<file path="config.mk">
export PLATFORM = sky130hd
export DESIGN_NAME = alu_top
export DESIGN_NICKNAME = d
export VERILOG_FILES = /design/src/design/alu_pkg.sv /design/src/design/alu_shifter.sv /design/src/design/alu_multiplier.sv /design/src/design/alu_divider.sv /design/src/design/alu_core.sv /design/src/design/alu_regs.sv /design/src/design/alu_top.sv
export VERILOG_INCLUDE_DIRS = /design/src /design/src/include
export SDC_FILE = /design/constraint.sdc
export NUM_CORES = 2
export LEC_CHECK = 0
export BUFFER_PORTS_ARGS = -buffer_cell sky130_fd_sc_hd__buf_4
export CAP_MARGIN = 20
export CORE_ASPECT_RATIO = 1.4
export CORE_UTILIZATION = 40
export DETAILED_ROUTE_END_ITERATION = 7
export PLACE_DENSITY_LB_ADDON = 0.12
export RECOVER_POWER = 25
export REMOVE_ABC_BUFFERS = 1
export SETUP_SLACK_MARGIN = 0.2
export SYNTH_ARGS = -nofsm -noshare
export SYNTH_HDL_FRONTEND = slang
export SYNTH_SLANG_ARGS = --single-unit
</file>
<file path="constraint.sdc">
create_clock -name clk -period 10.2 [get_ports clk]
set_input_delay 1.02 -clock clk [delete_from_list [all_inputs] [get_ports clk]]
set_output_delay 1.02 -clock clk [all_outputs]
set_load 0.1 [all_outputs]
</file>
<file path="src/include/alu_config.svh">
`ifndef ALU_CONFIG_SVH
`define ALU_CONFIG_SVH

`define ALU_XLEN     32
`define ALU_SHAMT_W  5

// Operation codes. Codes 24 to 31 are rejected by the register block.
`define ALU_OP_ADD     5'd0
`define ALU_OP_SUB     5'd1
`define ALU_OP_SLL     5'd2
`define ALU_OP_SRL     5'd3
`define ALU_OP_SRA     5'd4
`define ALU_OP_OR      5'd5
`define ALU_OP_AND     5'd6
`define ALU_OP_XOR     5'd7
`define ALU_OP_SLT     5'd8
`define ALU_OP_SLTU    5'd9
`define ALU_OP_MUL     5'd10
`define ALU_OP_MULH    5'd11
`define ALU_OP_MULHSU  5'd12
`define ALU_OP_MULHU   5'd13
`define ALU_OP_DIV     5'd14
`define ALU_OP_DIVU    5'd15
`define ALU_OP_REM     5'd16
`define ALU_OP_REMU    5'd17
`define ALU_OP_BEQ     5'd18
`define ALU_OP_BNE     5'd19
`define ALU_OP_BLT     5'd20
`define ALU_OP_BGE     5'd21
`define ALU_OP_BLTU    5'd22
`define ALU_OP_BGEU    5'd23

`define ALU_REG_OPA     5'h00
`define ALU_REG_OPB     5'h04
`define ALU_REG_OP      5'h08
`define ALU_REG_RESULT  5'h0C
`define ALU_REG_STATUS  5'h10

`endif

</file>
<file path="src/design/alu_pkg.sv">
`default_nettype none

`include "alu_config.svh"

package alu_pkg;

	typedef logic [`ALU_XLEN-1:0] word_t;
	typedef logic [2*`ALU_XLEN-1:0] dword_t;
	typedef logic [4:0] op_code_t;
	typedef logic [`ALU_SHAMT_W-1:0] shamt_t;

	// Byte address on the register bus and its write strobes.
	typedef logic [4:0] addr_t;
	typedef logic [`ALU_XLEN/8-1:0] strb_t;

	typedef enum logic [1:0] {
		IDLE,
		RUN,
		DONE
	} div_state_t;

endpackage

`default_nettype wire

</file>
<file path="src/design/alu_shifter.sv">
`default_nettype none

`include "alu_config.svh"

module alu_shifter (
	input  alu_pkg::word_t    operand,
	input  alu_pkg::shamt_t   shamt,
	input  alu_pkg::op_code_t op,
	output alu_pkg::word_t    result
);

	logic           shift_left;
	logic           fill;
	alu_pkg::word_t reversed;
	alu_pkg::word_t stage [0:`ALU_SHAMT_W];

	assign shift_left = (op == `ALU_OP_SLL);
	assign fill       = (op == `ALU_OP_SRA) & operand[`ALU_XLEN-1];

	// A left shift is a right shift of the bit-reversed word.
	for (genvar b = 0; b < `ALU_XLEN; b++) begin : g_rev_in
		assign reversed[b] = operand[`ALU_XLEN-1-b];
	end

	assign stage[0] = shift_left ? reversed : operand;

	for (genvar i = 0; i < `ALU_SHAMT_W; i++) begin : g_stage
		assign stage[i+1] = shamt[i] ?
			{{(1 << i){fill}}, stage[i][`ALU_XLEN-1:(1 << i)]} : stage[i];
	end

	for (genvar b = 0; b < `ALU_XLEN; b++) begin : g_rev_out
		assign result[b] = shift_left ? stage[`ALU_SHAMT_W][`ALU_XLEN-1-b] :
			stage[`ALU_SHAMT_W][b];
	end

endmodule

`default_nettype wire

</file>
<file path="src/design/alu_multiplier.sv">
`default_nettype none

`include "alu_config.svh"

module alu_multiplier (
	input  logic              clk,
	input  logic              rst_n,
	input  logic              in_valid,
	input  alu_pkg::op_code_t op,
	input  alu_pkg::word_t    opa,
	input  alu_pkg::word_t    opb,
	output logic              out_valid,
	output alu_pkg::dword_t   product
);

	logic                       a_signed;
	logic                       b_signed;
	logic                       valid_s1;
	logic signed [`ALU_XLEN:0]  a_s1;
	logic signed [`ALU_XLEN:0]  b_s1;
	logic signed [2*`ALU_XLEN+1:0] full;

	// MULHU treats both operands as unsigned, MULHSU only the second.
	assign a_signed = (op != `ALU_OP_MULHU);
	assign b_signed = (op == `ALU_OP_MUL) | (op == `ALU_OP_MULH);

	always_ff @(posedge clk or negedge rst_n) begin
		if (!rst_n) begin
			valid_s1  <= 1'b0;
			out_valid <= 1'b0;
		end else begin
			valid_s1  <= in_valid;
			out_valid <= valid_s1;
		end
	end

	always_ff @(posedge clk) begin
		a_s1 <= {a_signed & opa[`ALU_XLEN-1], opa};
		b_s1 <= {b_signed & opb[`ALU_XLEN-1], opb};
	end

	assign full = a_s1 * b_s1;

	always_ff @(posedge clk) begin
		product <= full[2*`ALU_XLEN-1:0];
	end

	a_latency: assert property (@(posedge clk) disable iff (!rst_n)
		in_valid |-> ##2 out_valid);

endmodule

`default_nettype wire

</file>
<file path="src/design/alu_divider.sv">
`default_nettype none

`include "alu_config.svh"

module alu_divider (
	input  logic           clk,
	input  logic           rst_n,
	input  logic           start,
	input  logic           is_signed,
	input  alu_pkg::word_t dividend,
	input  alu_pkg::word_t divisor,
	output logic           done,
	output alu_pkg::word_t quotient,
	output alu_pkg::word_t remainder
);

	alu_pkg::div_state_t state;
	logic [4:0]          count;

	logic                a_neg;
	alu_pkg::word_t      a_mag;
	alu_pkg::word_t      b_mag;
	alu_pkg::word_t      quo_q;
	alu_pkg::word_t      rem_q;
	alu_pkg::word_t      dvs_q;
	logic                q_neg;
	logic                r_neg;
	logic [`ALU_XLEN:0]  shifted;
	logic [`ALU_XLEN+1:0] diff;

	assign a_neg = is_signed & dividend[`ALU_XLEN-1];
	assign a_mag = a_neg ? -dividend : dividend;
	assign b_mag = (is_signed & divisor[`ALU_XLEN-1]) ? -divisor : divisor;

	always_ff @(posedge clk or negedge rst_n) begin
		if (!rst_n) begin
			state <= alu_pkg::IDLE;
			count <= '0;
		end else begin
			case (state)
				alu_pkg::IDLE: begin
					if (start) begin
						state <= alu_pkg::RUN;
						count <= '0;
					end
				end
				alu_pkg::RUN: begin
					count <= count + 5'd1;
					if (count == 5'd31)
						state <= alu_pkg::DONE;
				end
				default: state <= alu_pkg::IDLE;
			endcase
		end
	end

	// Bring down the next dividend bit and try to subtract the divisor.
	assign shifted = {rem_q, quo_q[`ALU_XLEN-1]};
	assign diff    = {1'b0, shifted} - {2'b00, dvs_q};

	always_ff @(posedge clk) begin
		if (state == alu_pkg::IDLE && start) begin
			quo_q <= a_mag;
			rem_q <= '0;
			dvs_q <= b_mag;
			// A zero divisor keeps the all-ones quotient unsigned.
			q_neg <= is_signed & (dividend[`ALU_XLEN-1] ^ divisor[`ALU_XLEN-1]) &
				(divisor != '0);
			r_neg <= a_neg;
		end else if (state == alu_pkg::RUN) begin
			if (!diff[`ALU_XLEN+1]) begin
				rem_q <= diff[`ALU_XLEN-1:0];
				quo_q <= {quo_q[`ALU_XLEN-2:0], 1'b1};
			end else begin
				rem_q <= shifted[`ALU_XLEN-1:0];
				quo_q <= {quo_q[`ALU_XLEN-2:0], 1'b0};
			end
		end
	end

	assign done      = (state == alu_pkg::DONE);
	assign quotient  = q_neg ? -quo_q : quo_q;
	assign remainder = r_neg ? -rem_q : rem_q;

	a_start_idle: assert property (@(posedge clk) disable iff (!rst_n)
		start |-> state == alu_pkg::IDLE);

	a_done_after_run: assert property (@(posedge clk) disable iff (!rst_n)
		done |-> $past(state) == alu_pkg::RUN && $past(count) == 5'd31);

endmodule

`default_nettype wire

</file>
<file path="src/design/alu_core.sv">
`default_nettype none

`include "alu_config.svh"

module alu_core (
	input  logic              clk,
	input  logic              rst_n,
	input  logic              start,
	input  alu_pkg::op_code_t op,
	input  alu_pkg::word_t    opa,
	input  alu_pkg::word_t    opb,
	output logic              busy,
	output logic              done,
	output alu_pkg::word_t    result,
	output logic              branch_taken
);

	logic               is_mul;
	logic               is_div;
	logic               is_single;
	logic               is_unsigned_cmp;
	logic               sub_like;
	logic [`ALU_XLEN:0] add_ans;
	logic               lt;
	logic               eq;
	logic               cond;
	alu_pkg::word_t     sft_ans;
	alu_pkg::word_t     sc_result;
	logic               mul_valid;
	alu_pkg::dword_t    product;
	logic               div_done;
	alu_pkg::word_t     quotient;
	alu_pkg::word_t     remainder;

	assign is_mul    = (op >= `ALU_OP_MUL) && (op <= `ALU_OP_MULHU);
	assign is_div    = (op >= `ALU_OP_DIV) && (op <= `ALU_OP_REMU);
	assign is_single = !is_mul && !is_div;

	assign is_unsigned_cmp = (op == `ALU_OP_SLTU) | (op == `ALU_OP_BLTU) |
		(op == `ALU_OP_BGEU);
	assign sub_like = (op != `ALU_OP_ADD);

	// One 33-bit adder. Bit 32 is the sign of the exact difference for compares.
	assign add_ans = {~is_unsigned_cmp & opa[`ALU_XLEN-1], opa} +
		({(`ALU_XLEN+1){sub_like}} ^ {~is_unsigned_cmp & opb[`ALU_XLEN-1], opb}) +
		{{`ALU_XLEN{1'b0}}, sub_like};

	assign lt = add_ans[`ALU_XLEN];
	assign eq = (add_ans[`ALU_XLEN-1:0] == '0);

	always_comb begin
		case (op)
			`ALU_OP_BEQ:                cond = eq;
			`ALU_OP_BNE:                cond = ~eq;
			`ALU_OP_BLT, `ALU_OP_BLTU:  cond = lt;
			`ALU_OP_BGE, `ALU_OP_BGEU:  cond = ~lt;
			default:                    cond = 1'b0;
		endcase
	end

	always_comb begin
		case (op)
			`ALU_OP_ADD, `ALU_OP_SUB:                sc_result = add_ans[`ALU_XLEN-1:0];
			`ALU_OP_SLL, `ALU_OP_SRL, `ALU_OP_SRA:  sc_result = sft_ans;
			`ALU_OP_OR:                              sc_result = opa | opb;
			`ALU_OP_AND:                             sc_result = opa & opb;
			`ALU_OP_XOR:                             sc_result = opa ^ opb;
			`ALU_OP_SLT, `ALU_OP_SLTU:               sc_result = {{(`ALU_XLEN-1){1'b0}}, lt};
			default:                                 sc_result = {{(`ALU_XLEN-1){1'b0}}, cond};
		endcase
	end

	alu_shifter u_shifter (
		.operand (opa),
		.shamt   (opb[`ALU_SHAMT_W-1:0]),
		.op      (op),
		.result  (sft_ans)
	);

	alu_multiplier u_multiplier (
		.clk       (clk),
		.rst_n     (rst_n),
		.in_valid  (start & is_mul),
		.op        (op),
		.opa       (opa),
		.opb       (opb),
		.out_valid (mul_valid),
		.product   (product)
	);

	alu_divider u_divider (
		.clk       (clk),
		.rst_n     (rst_n),
		.start     (start & is_div),
		.is_signed ((op == `ALU_OP_DIV) | (op == `ALU_OP_REM)),
		.dividend  (opa),
		.divisor   (opb),
		.done      (div_done),
		.quotient  (quotient),
		.remainder (remainder)
	);

	always_ff @(posedge clk or negedge rst_n) begin
		if (!rst_n) begin
			busy <= 1'b0;
			done <= 1'b0;
		end else begin
			done <= (start & is_single) | mul_valid | div_done;
			if (start)
				busy <= 1'b1;
			else if (done)
				busy <= 1'b0;
		end
	end

	// The operation code stays stable until done, so it steers the selection.
	always_ff @(posedge clk) begin
		if (start && is_single) begin
			result       <= sc_result;
			branch_taken <= cond;
		end else if (mul_valid) begin
			result       <= (op == `ALU_OP_MUL) ? product[`ALU_XLEN-1:0] :
				product[2*`ALU_XLEN-1:`ALU_XLEN];
			branch_taken <= 1'b0;
		end else if (div_done) begin
			result       <= ((op == `ALU_OP_DIV) | (op == `ALU_OP_DIVU)) ? quotient : remainder;
			branch_taken <= 1'b0;
		end
	end

	a_no_start_busy: assert property (@(posedge clk) disable iff (!rst_n)
		start |-> !busy);

endmodule

`default_nettype wire

</file>
<file path="src/design/alu_regs.sv">
`default_nettype none

`include "alu_config.svh"

module alu_regs (
	input  logic              clk,
	input  logic              rst_n,
	input  logic              awvalid,
	output logic              awready,
	input  alu_pkg::addr_t    awaddr,
	input  logic              wvalid,
	output logic              wready,
	input  alu_pkg::word_t    wdata,
	input  alu_pkg::strb_t    wstrb,
	output logic              bvalid,
	input  logic              bready,
	output logic [1:0]        bresp,
	input  logic              arvalid,
	output logic              arready,
	input  alu_pkg::addr_t    araddr,
	output logic              rvalid,
	input  logic              rready,
	output alu_pkg::word_t    rdata,
	output logic [1:0]        rresp,
	output logic              start,
	output alu_pkg::op_code_t op,
	output alu_pkg::word_t    opa,
	output alu_pkg::word_t    opb,
	input  logic              busy,
	input  logic              done,
	input  alu_pkg::word_t    result,
	input  logic              branch_taken
);

	localparam logic [1:0] RESP_OKAY   = 2'b00;
	localparam logic [1:0] RESP_SLVERR = 2'b10;

	logic           wr_ready;
	logic           wr_hs;
	logic           rd_hs;
	logic           busy_any;
	logic           op_legal;
	logic           done_q;
	logic           branch_q;
	alu_pkg::word_t result_q;
	alu_pkg::word_t rd_word;
	logic           rd_err;

	function automatic alu_pkg::word_t apply_strb(input alu_pkg::word_t cur,
		input alu_pkg::word_t data, input alu_pkg::strb_t strb);
		alu_pkg::word_t res;
		res = cur;
		for (int i = 0; i < `ALU_XLEN/8; i++) begin
			if (strb[i])
				res[8*i +: 8] = data[8*i +: 8];
		end
		return res;
	endfunction

	assign awready  = wr_ready;
	assign wready   = wr_ready;
	assign wr_hs    = wr_ready & awvalid & wvalid;
	assign rd_hs    = arready & arvalid;
	// The start cycle counts as busy, since the core only raises busy a cycle later.
	assign busy_any = busy | start;
	assign op_legal = (wdata[4:0] <= `ALU_OP_BGEU);

	always_ff @(posedge clk or negedge rst_n) begin
		if (!rst_n) begin
			wr_ready <= 1'b0;
			bvalid   <= 1'b0;
			bresp    <= RESP_OKAY;
			start    <= 1'b0;
			op       <= '0;
			opa      <= '0;
			opb      <= '0;
			done_q   <= 1'b0;
			branch_q <= 1'b0;
			result_q <= '0;
		end else begin
			start    <= 1'b0;
			wr_ready <= awvalid & wvalid & ~bvalid & ~wr_ready;
			if (bvalid && bready)
				bvalid <= 1'b0;
			if (done) begin
				result_q <= result;
				branch_q <= branch_taken;
				done_q   <= 1'b1;
			end
			if (wr_hs) begin
				bvalid <= 1'b1;
				bresp  <= RESP_OKAY;
				case (awaddr)
					`ALU_REG_OPA: opa <= apply_strb(opa, wdata, wstrb);
					`ALU_REG_OPB: opb <= apply_strb(opb, wdata, wstrb);
					`ALU_REG_OP: begin
						if (wstrb[0]) begin
							if (!busy_any && op_legal) begin
								op     <= wdata[4:0];
								done_q <= 1'b0;
								start  <= 1'b1;
							end else begin
								bresp <= RESP_SLVERR;
							end
						end
					end
					default: bresp <= RESP_SLVERR;
				endcase
			end
		end
	end

	always_comb begin
		rd_err = 1'b0;
		case (araddr)
			`ALU_REG_OPA:    rd_word = opa;
			`ALU_REG_OPB:    rd_word = opb;
			`ALU_REG_OP:     rd_word = {{(`ALU_XLEN-5){1'b0}}, op};
			`ALU_REG_RESULT: rd_word = result_q;
			`ALU_REG_STATUS: rd_word = {{(`ALU_XLEN-3){1'b0}}, branch_q, done_q, busy_any};
			default: begin
				rd_word = '0;
				rd_err  = 1'b1;
			end
		endcase
	end

	always_ff @(posedge clk or negedge rst_n) begin
		if (!rst_n) begin
			arready <= 1'b0;
			rvalid  <= 1'b0;
			rdata   <= '0;
			rresp   <= RESP_OKAY;
		end else begin
			arready <= arvalid & ~rvalid & ~arready;
			if (rvalid && rready)
				rvalid <= 1'b0;
			if (rd_hs) begin
				rvalid <= 1'b1;
				rdata  <= rd_word;
				rresp  <= rd_err ? RESP_SLVERR : RESP_OKAY;
			end
		end
	end

	a_b_hold: assert property (@(posedge clk) disable iff (!rst_n)
		bvalid && !bready |=> bvalid && $stable(bresp));

	a_r_hold: assert property (@(posedge clk) disable iff (!rst_n)
		rvalid && !rready |=> rvalid && $stable(rdata));

endmodule

`default_nettype wire

</file>
<file path="src/design/alu_top.sv">
`default_nettype none

module alu_top (
	input  logic           clk,
	input  logic           rst_n,
	input  logic           awvalid,
	output logic           awready,
	input  alu_pkg::addr_t awaddr,
	input  logic           wvalid,
	output logic           wready,
	input  alu_pkg::word_t wdata,
	input  alu_pkg::strb_t wstrb,
	output logic           bvalid,
	input  logic           bready,
	output logic [1:0]     bresp,
	input  logic           arvalid,
	output logic           arready,
	input  alu_pkg::addr_t araddr,
	output logic           rvalid,
	input  logic           rready,
	output alu_pkg::word_t rdata,
	output logic [1:0]     rresp
);

	logic              start;
	logic              busy;
	logic              done;
	logic              branch_taken;
	alu_pkg::op_code_t op;
	alu_pkg::word_t    opa;
	alu_pkg::word_t    opb;
	alu_pkg::word_t    result;

	alu_regs u_regs (
		.clk          (clk),
		.rst_n        (rst_n),
		.awvalid      (awvalid),
		.awready      (awready),
		.awaddr       (awaddr),
		.wvalid       (wvalid),
		.wready       (wready),
		.wdata        (wdata),
		.wstrb        (wstrb),
		.bvalid       (bvalid),
		.bready       (bready),
		.bresp        (bresp),
		.arvalid      (arvalid),
		.arready      (arready),
		.araddr       (araddr),
		.rvalid       (rvalid),
		.rready       (rready),
		.rdata        (rdata),
		.rresp        (rresp),
		.start        (start),
		.op           (op),
		.opa          (opa),
		.opb          (opb),
		.busy         (busy),
		.done         (done),
		.result       (result),
		.branch_taken (branch_taken)
	);

	alu_core u_core (
		.clk          (clk),
		.rst_n        (rst_n),
		.start        (start),
		.op           (op),
		.opa          (opa),
		.opb          (opb),
		.busy         (busy),
		.done         (done),
		.result       (result),
		.branch_taken (branch_taken)
	);

endmodule

`default_nettype wire

</file>
# After elaboration in Yosys (flattened, before gate mapping)
# Index checks and enable logic that the tools add are counted.
[totals] latch_bits=0 register_bits=416 n_memories=0 ramBits=0 wordCells=245 romBits=0 output_inout_bits=41
[classes] n_reduce_logical=42 n_bitwise=40 n_eq_ne=32 n_shift=0 n_lt_le_gt_ge=5 n_mul=1 div_mod_pow=0 addsub=8 muxes=81
[ops] op="32-bit two-way mux" count=18
[ops] op="32-bit one-hot mux with 6 select lines" count=1
[ops] op="32-bit one-hot mux with 5 select lines" count=1
[ops] op="32-bit negator" count=4
[ops] op="33-bit by 33-bit multiplier with 64-bit output" count=1
[ops] op="1-bit two-way mux" count=51
[ops] op="5-bit by 4-bit == test with 1-bit output, second input constant" count=9
[ops] op="5-bit == test, second input constant" count=9
[ops] op="33-bit by 32-bit subtractor with 34-bit output" count=1
[ops] op="33-bit by 1-bit adder with 33-bit output" count=1
[ops] op="33-bit adder" count=1
[ops] op="33-bit bitwise XOR" count=1
[ops] op="32-bit AND" count=1
[ops] op="32-bit logical NOT" count=1
[ops] op="32-bit bitwise OR" count=1
[ops] op="32-bit nonzero test" count=1
[ops] op="32-bit bitwise XOR" count=1
[ops] op="5-bit by 3-bit == test with 1-bit output, second input constant" count=6
[ops] op="3-bit AND reduction" count=8
[ops] op="1-bit AND" count=20
[ops] op="5-bit logical NOT" count=3
[ops] op="5-bit by 2-bit == test with 1-bit output, second input constant" count=2
[ops] op="5-bit by 4-bit >= comparator with 1-bit output, second input constant" count=2
[ops] op="5-bit less-or-equal comparator, second input constant" count=2
[ops] op="26 further kinds" count=63

# Longest topological paths before layout
[depth] depth_word=13 ltp_mapped=31

# By module
# A second synthesis with hierarchy kept.
[hier_totals] cells_unflattened=6891 hier_area_um2=65099.9
[modules_own_cells] mod="alu_multiplier" area_per_inst_um2=40930.5 seq_area_each_um2=2652.5 n_inst=1 cells_per_inst=4276
[modules_own_cells] mod="alu_divider" area_per_inst_um2=8224.1 seq_area_each_um2=2797.7 n_inst=1 cells_per_inst=963
[modules_own_cells] mod="alu_core" area_per_inst_um2=6993.0 seq_area_each_um2=1041.0 n_inst=1 cells_per_inst=892
[modules_own_cells] mod="alu_regs" area_per_inst_um2=6098.3 seq_area_each_um2=3553.4 n_inst=1 cells_per_inst=416
[modules_own_cells] mod="alu_shifter" area_per_inst_um2=2854.0 seq_area_each_um2=0.0 n_inst=1 cells_per_inst=344

# Worst setup path before layout
# No wires, ideal clock.
[synth_timing] path_kind="flip-flop to flip-flop" startpoint="register u_core.u_multiplier.b_s1[0]" endpoint="register u_core.u_multiplier.product[58]" setup_ns=0.120 path_stages_with_launch=30 slack_ns=2.556 arrival_time_ns=7.524 path_buffers=1 t_required_ns=10.080 path_cell_list="dfxtp_1 clkbuf_1 and2_1 fa_1 inv_1 fa_1 inv_1 fa_1 inv_1 fa_1 fa_1 fa_1 inv_1 fa_1 inv_1 fa_1 inv_1 ha_1 nand2_1 o21ai_0 a31oi_1 or2_2 o211ai_1 a221oi_1 o31a_1 o31ai_1 a21oi_1 o21bai_1 a21boi_0 xnor2_1"
[synth_via] elab_chain_cells=1
[synth_lines] item="start, declared" line="alu_multiplier.sv:20" rtl="logic signed [`ALU_XLEN:0] b_s1;"
[synth_lines] item="start signal, assigned" line="alu_multiplier.sv:39" rtl="b_s1 <= {b_signed & opb[`ALU_XLEN-1], opb};"
[synth_lines] item="33-bit by 33-bit multiplier with 64-bit output" line="alu_multiplier.sv:42" rtl="assign full = a_s1 * b_s1;"
[synth_lines] item="named net u_core.u_multiplier.full[58]" line="alu_multiplier.sv:21" rtl="logic signed [2*`ALU_XLEN+1:0] full;"
[synth_lines] item="end signal, assigned" line="alu_multiplier.sv:45" rtl="product <= full[2*`ALU_XLEN-1:0];"
[synth_lines] item="end, declared" line="alu_multiplier.sv:13" rtl="output alu_pkg::dword_t product"
# The timed path passes the listed nets, and every way through them passes these cells.
# A chain may end at the register's enable or synchronous reset.

# Worst setup path after layout
[layout_timing] startpoint="register u_core.u_multiplier.a_s1[10]" endpoint="register u_core.u_multiplier.product[58]"
[layout_via] elab_chain_cells=1
[layout_lines] item="start, declared" line="alu_multiplier.sv:19" rtl="logic signed [`ALU_XLEN:0] a_s1;"
[layout_lines] item="start signal, assigned" line="alu_multiplier.sv:38" rtl="a_s1 <= {a_signed & opa[`ALU_XLEN-1], opa};"
[layout_lines] item="33-bit by 33-bit multiplier with 64-bit output" line="alu_multiplier.sv:42"
[layout_lines] item="named net u_core.u_multiplier.full[58]" line="alu_multiplier.sv:21"
# The timed path passes the listed nets, and every way through them passes these cells.

==> reports/qor.yml <==
status: "complete, but fails checks"
failed_checks: "max-capacitance violations, max-slew violations"
first_global_vias: 51600
clock-sinks: 414
finalCritPeriodShare_pct: 89.8
hpwlAfterDp_um: 187000
max_slew.worst_pin.slew_ns: 3.54
cp.arrival_ns: 9.67
setup_tns_ns: 0
io_pins: 94
syn_area_per_cell_sq_um: 9.26
antenna_found_initial: 17
synthFlopType: "dfxtp_1"
finClkSkew_ns: 0.0666
dr_total_vias: 47900
grt_pass1_wl_um: 342000
crit_fanout: 13
pre_cts_ws_ns: 1.10
wl_per_cell_um: 26.1
async_flop_share_pct: 37.0
placed_area_sq_um: 65800
die_area_sq_um: 158000
gp_congestion: 1.01
cts_resized: 0
hp-class: "reg2reg"
rsz0062_at_grt: "no"
critPathKind: "reg2reg"
cts_tree: "done"
cts_buffer_depth: 3
regToRegSetupSlack_ns: 1.04
cap_violations: 10
grt_max_degree: 66
drc: 0
required_ns: 10.71
whs_endpoint: "u_core.u_multiplier.out_valid"
yosysSeqAreaShare_pct: 16.0
setup_slack_ns: 1.04
reg2reg_to: "u_core.u_multiplier.product[58]"
ys_seq_elements: 414
htree_levels: 2
slew_headroom_pct: -136
reg2reg_from: "u_core.u_multiplier.a_s1[10]"
fmax_mhz: 109
drive_above_1_share_pct: 5.93
firstDrtPassIters: 8
grt_overflow: 0
fin_crit_ns: 9.16
area_delta_synth_final_pct: 7.67
via_per_inst: 5.44
io_buffers: 91
cts-root-buf: "clkbuf_16"
cts_buffers: 49
multi_input_area_sq_um: 46700
cts_hold_buf: 0
ff2ff_path_depth: 26
drv_slew: 333
row_count: 171
die_w_um: 336
track_usage_pct: 29.7
finalSetupViolations: 0
wl_um: 230000
synth_edf_count: 99
synth.distinct_cells: 81
nets: 8215
fillers: 15400
core-area_sq_um: 155000
clk_pin_slew_ns: 0.06
hold_viol_final: 0
clk_latency_ns: 0.65
post-route-cell-area_sq_um: 67400
start_util_pct: 40.4
synth.cell_area_sq_um: 62600
ant_nets: 0
drtIter0Drc: 3655
min_path_cells: 0
final-seq-area_sq_um: 10000
crit_path_start_kind: "flip-flop"
die_h_um: 470
post_cts_buffers: 0
end_kind: "flip-flop"
syn_inst: 6757
min-delay-start: "u_core.u_multiplier.valid_s1"
ys_warn_count: 0
cells in the final DEF (no fill, tap or decap), types with 15 or more instances in the layout:
master	synthesis	layout
a221oi_1	25	25
and3_1	27	26
o21a_1	20	20
fa_1	1127	1127
nand2_1	852	850
and2_1	548	547
or3_1	17	17
inv_1	1190	1189
a222oi_1	29	29
xor2_1	67	67
dfrtp_1	153	152
o211ai_1	15	15
nor3_1	45	40
buf_4	4	210
mux2_2	39	39
clkbuf_16	0	52
nor2b_1	46	46
a22oi_1	24	24
edfxtp_1	99	99
mux2i_1	115	115
ha_1	345	345
xnor2_1	220	220
a211oi_1	38	38
o21bai_1	17	17
a21oi_1	229	229
o31ai_1	36	36
clkbuf_1	346	46
a31oi_1	18	18
nor2_1	169	166
nand3_1	56	53
dfxtp_1	162	161
a21o_1	84	83
o21ai_0	347	346
mux4_2	22	22
nand2b_1	21	21
per-stage QoR:
step / utilization, % / hold WS [ns] / cells
CTS: 43.5 / 0.359 / 8806
global route: 43.4 / 0.375 / 8807
floorplan: - / 0.331 / 6385
global placement: 42.4 / 0.334 / 8714
detailed placement: 42.4 / 0.353 / 8714
finish: 43.4 / 0.362 / 8818
critical path, cell delays in order (launching register included):
cell and delay, ns:
dfxtp_1 1.01, buf_4 0.32, and2_1 0.17, fa_1 0.46, fa_1 0.53, inv_1 0.05
fa_1 0.48, inv_1 0.05, fa_1 0.48, fa_1 0.60, fa_1 0.44, fa_1 0.54
inv_1 0.07, fa_1 0.48, inv_1 0.04, ha_1 0.36, and3_1 0.23, nand2_1 0.08
or2_2 0.30, o211ai_1 0.23, a221oi_1 0.23, o31a_1 0.35, o31ai_1 0.60, a21oi_1 0.30
o21bai_1 0.33, a21boi_0 0.16, xnor2_1 0.14
synth_stat cells, types with 24 or more instances:
master,count,area share [%]
a211oi_1,38,0.46
a21o_1,84,1.0
a21oi_1,229,1.8
a221oi_1,25,0.35
a222oi_1,29,0.46
a22oi_1,24,0.29
and2_1,548,5.5
and3_1,27,0.27
clkbuf_1,346,2.1
dfrtp_1,153,6.1
dfxtp_1,162,5.2
edfxtp_1,99,4.7
fa_1,1127,36
ha_1,345,6.9
inv_1,1190,7.1
mux2_2,39,0.70
mux2i_1,115,1.8
nand2_1,852,5.1
nand3_1,56,0.45
nor2_1,169,1.0
nor2b_1,46,0.46
nor3_1,45,0.36
o21ai_0,347,2.8
o31ai_1,36,0.43
xnor2_1,220,3.1
xor2_1,67,0.94
final cells by class:
| type | count | area share [%] |
|---|---|---|
| multi-input cells | 4777 | 69.4 |
| flip-flops and latches | 414 | 14.9 |
| inverters | 1194 | 6.65 |
| well taps | 2076 | 3.85 |
| repair buffers | 254 | 2.70 |
| clock buffers | 63 | 2.05 |
| clock inverters | 29 | 0.442 |
| diodes | 11 | 0.0408 |
routing by layer:
| layer | GRT usage [%] | up-vias | part of all wire [%] |
|---|---|---|---|
| met5 | 0 | - | 0 |
| met4 | 15.5 | 0 | 6.3 |
| met3 | 3.12 | 506 | 4.8 |
| met2 | 52.8 | 1521 | 52 |
| met1 | 35.0 | 24900 | 37 |
| li1 | - | 21000 | - |
state kept, by name, indices dropped and copies added, names as in the netlist, 32 cells and up:
signal                       cells
u_core.u_multiplier.product     64
u_core.u_multiplier.a_s1        33
u_core.u_multiplier.b_s1        33
u_core.result                   32
u_core.u_divider.dvs_q          32
u_core.u_divider.quo_q          32
u_core.u_divider.rem_q          32
u_regs.opa                      32
u_regs.opb                      32
u_regs.rdata                    32
u_regs.result_q                 32
worst max path at each step:
| stage | from | end | slack, ns | cells after the start |
|---|---|---|---|---|
| after floorplan | u_core.u_multiplier.b_s1[3] | u_core.u_multiplier.product[58] | 2.36 | 27 |
| after global placement | u_core.u_multiplier.a_s1[10] | u_core.u_multiplier.product[58] | 1.08 | 26 |
| after detailed placement | u_core.u_multiplier.a_s1[10] | u_core.u_multiplier.product[58] | 1.10 | 26 |
| after CTS | u_core.u_multiplier.a_s1[10] | u_core.u_multiplier.product[58] | 1.03 | 26 |
| after global routing | u_core.u_multiplier.a_s1[10] | u_core.u_multiplier.product[58] | 0.61 | 27 |
| final | u_core.u_multiplier.a_s1[10] | u_core.u_multiplier.product[58] | 1.04 | 26 |
cells by family after synthesis:
kind of cell               synth area share [%]
and+or+nand+nor                            14.4
buffers and inverters                      9.43
adders and majority gates                  42.9
AOI/OAI and AO/OA                          9.78
DFF                                        16.0
xor gates and xnor gates                   4.02
muxes                                      3.33
other                                   0.00599
Power is not shown: default switching activity piles up to over one toggle a cycle in this logic, so the estimate is an artifact.
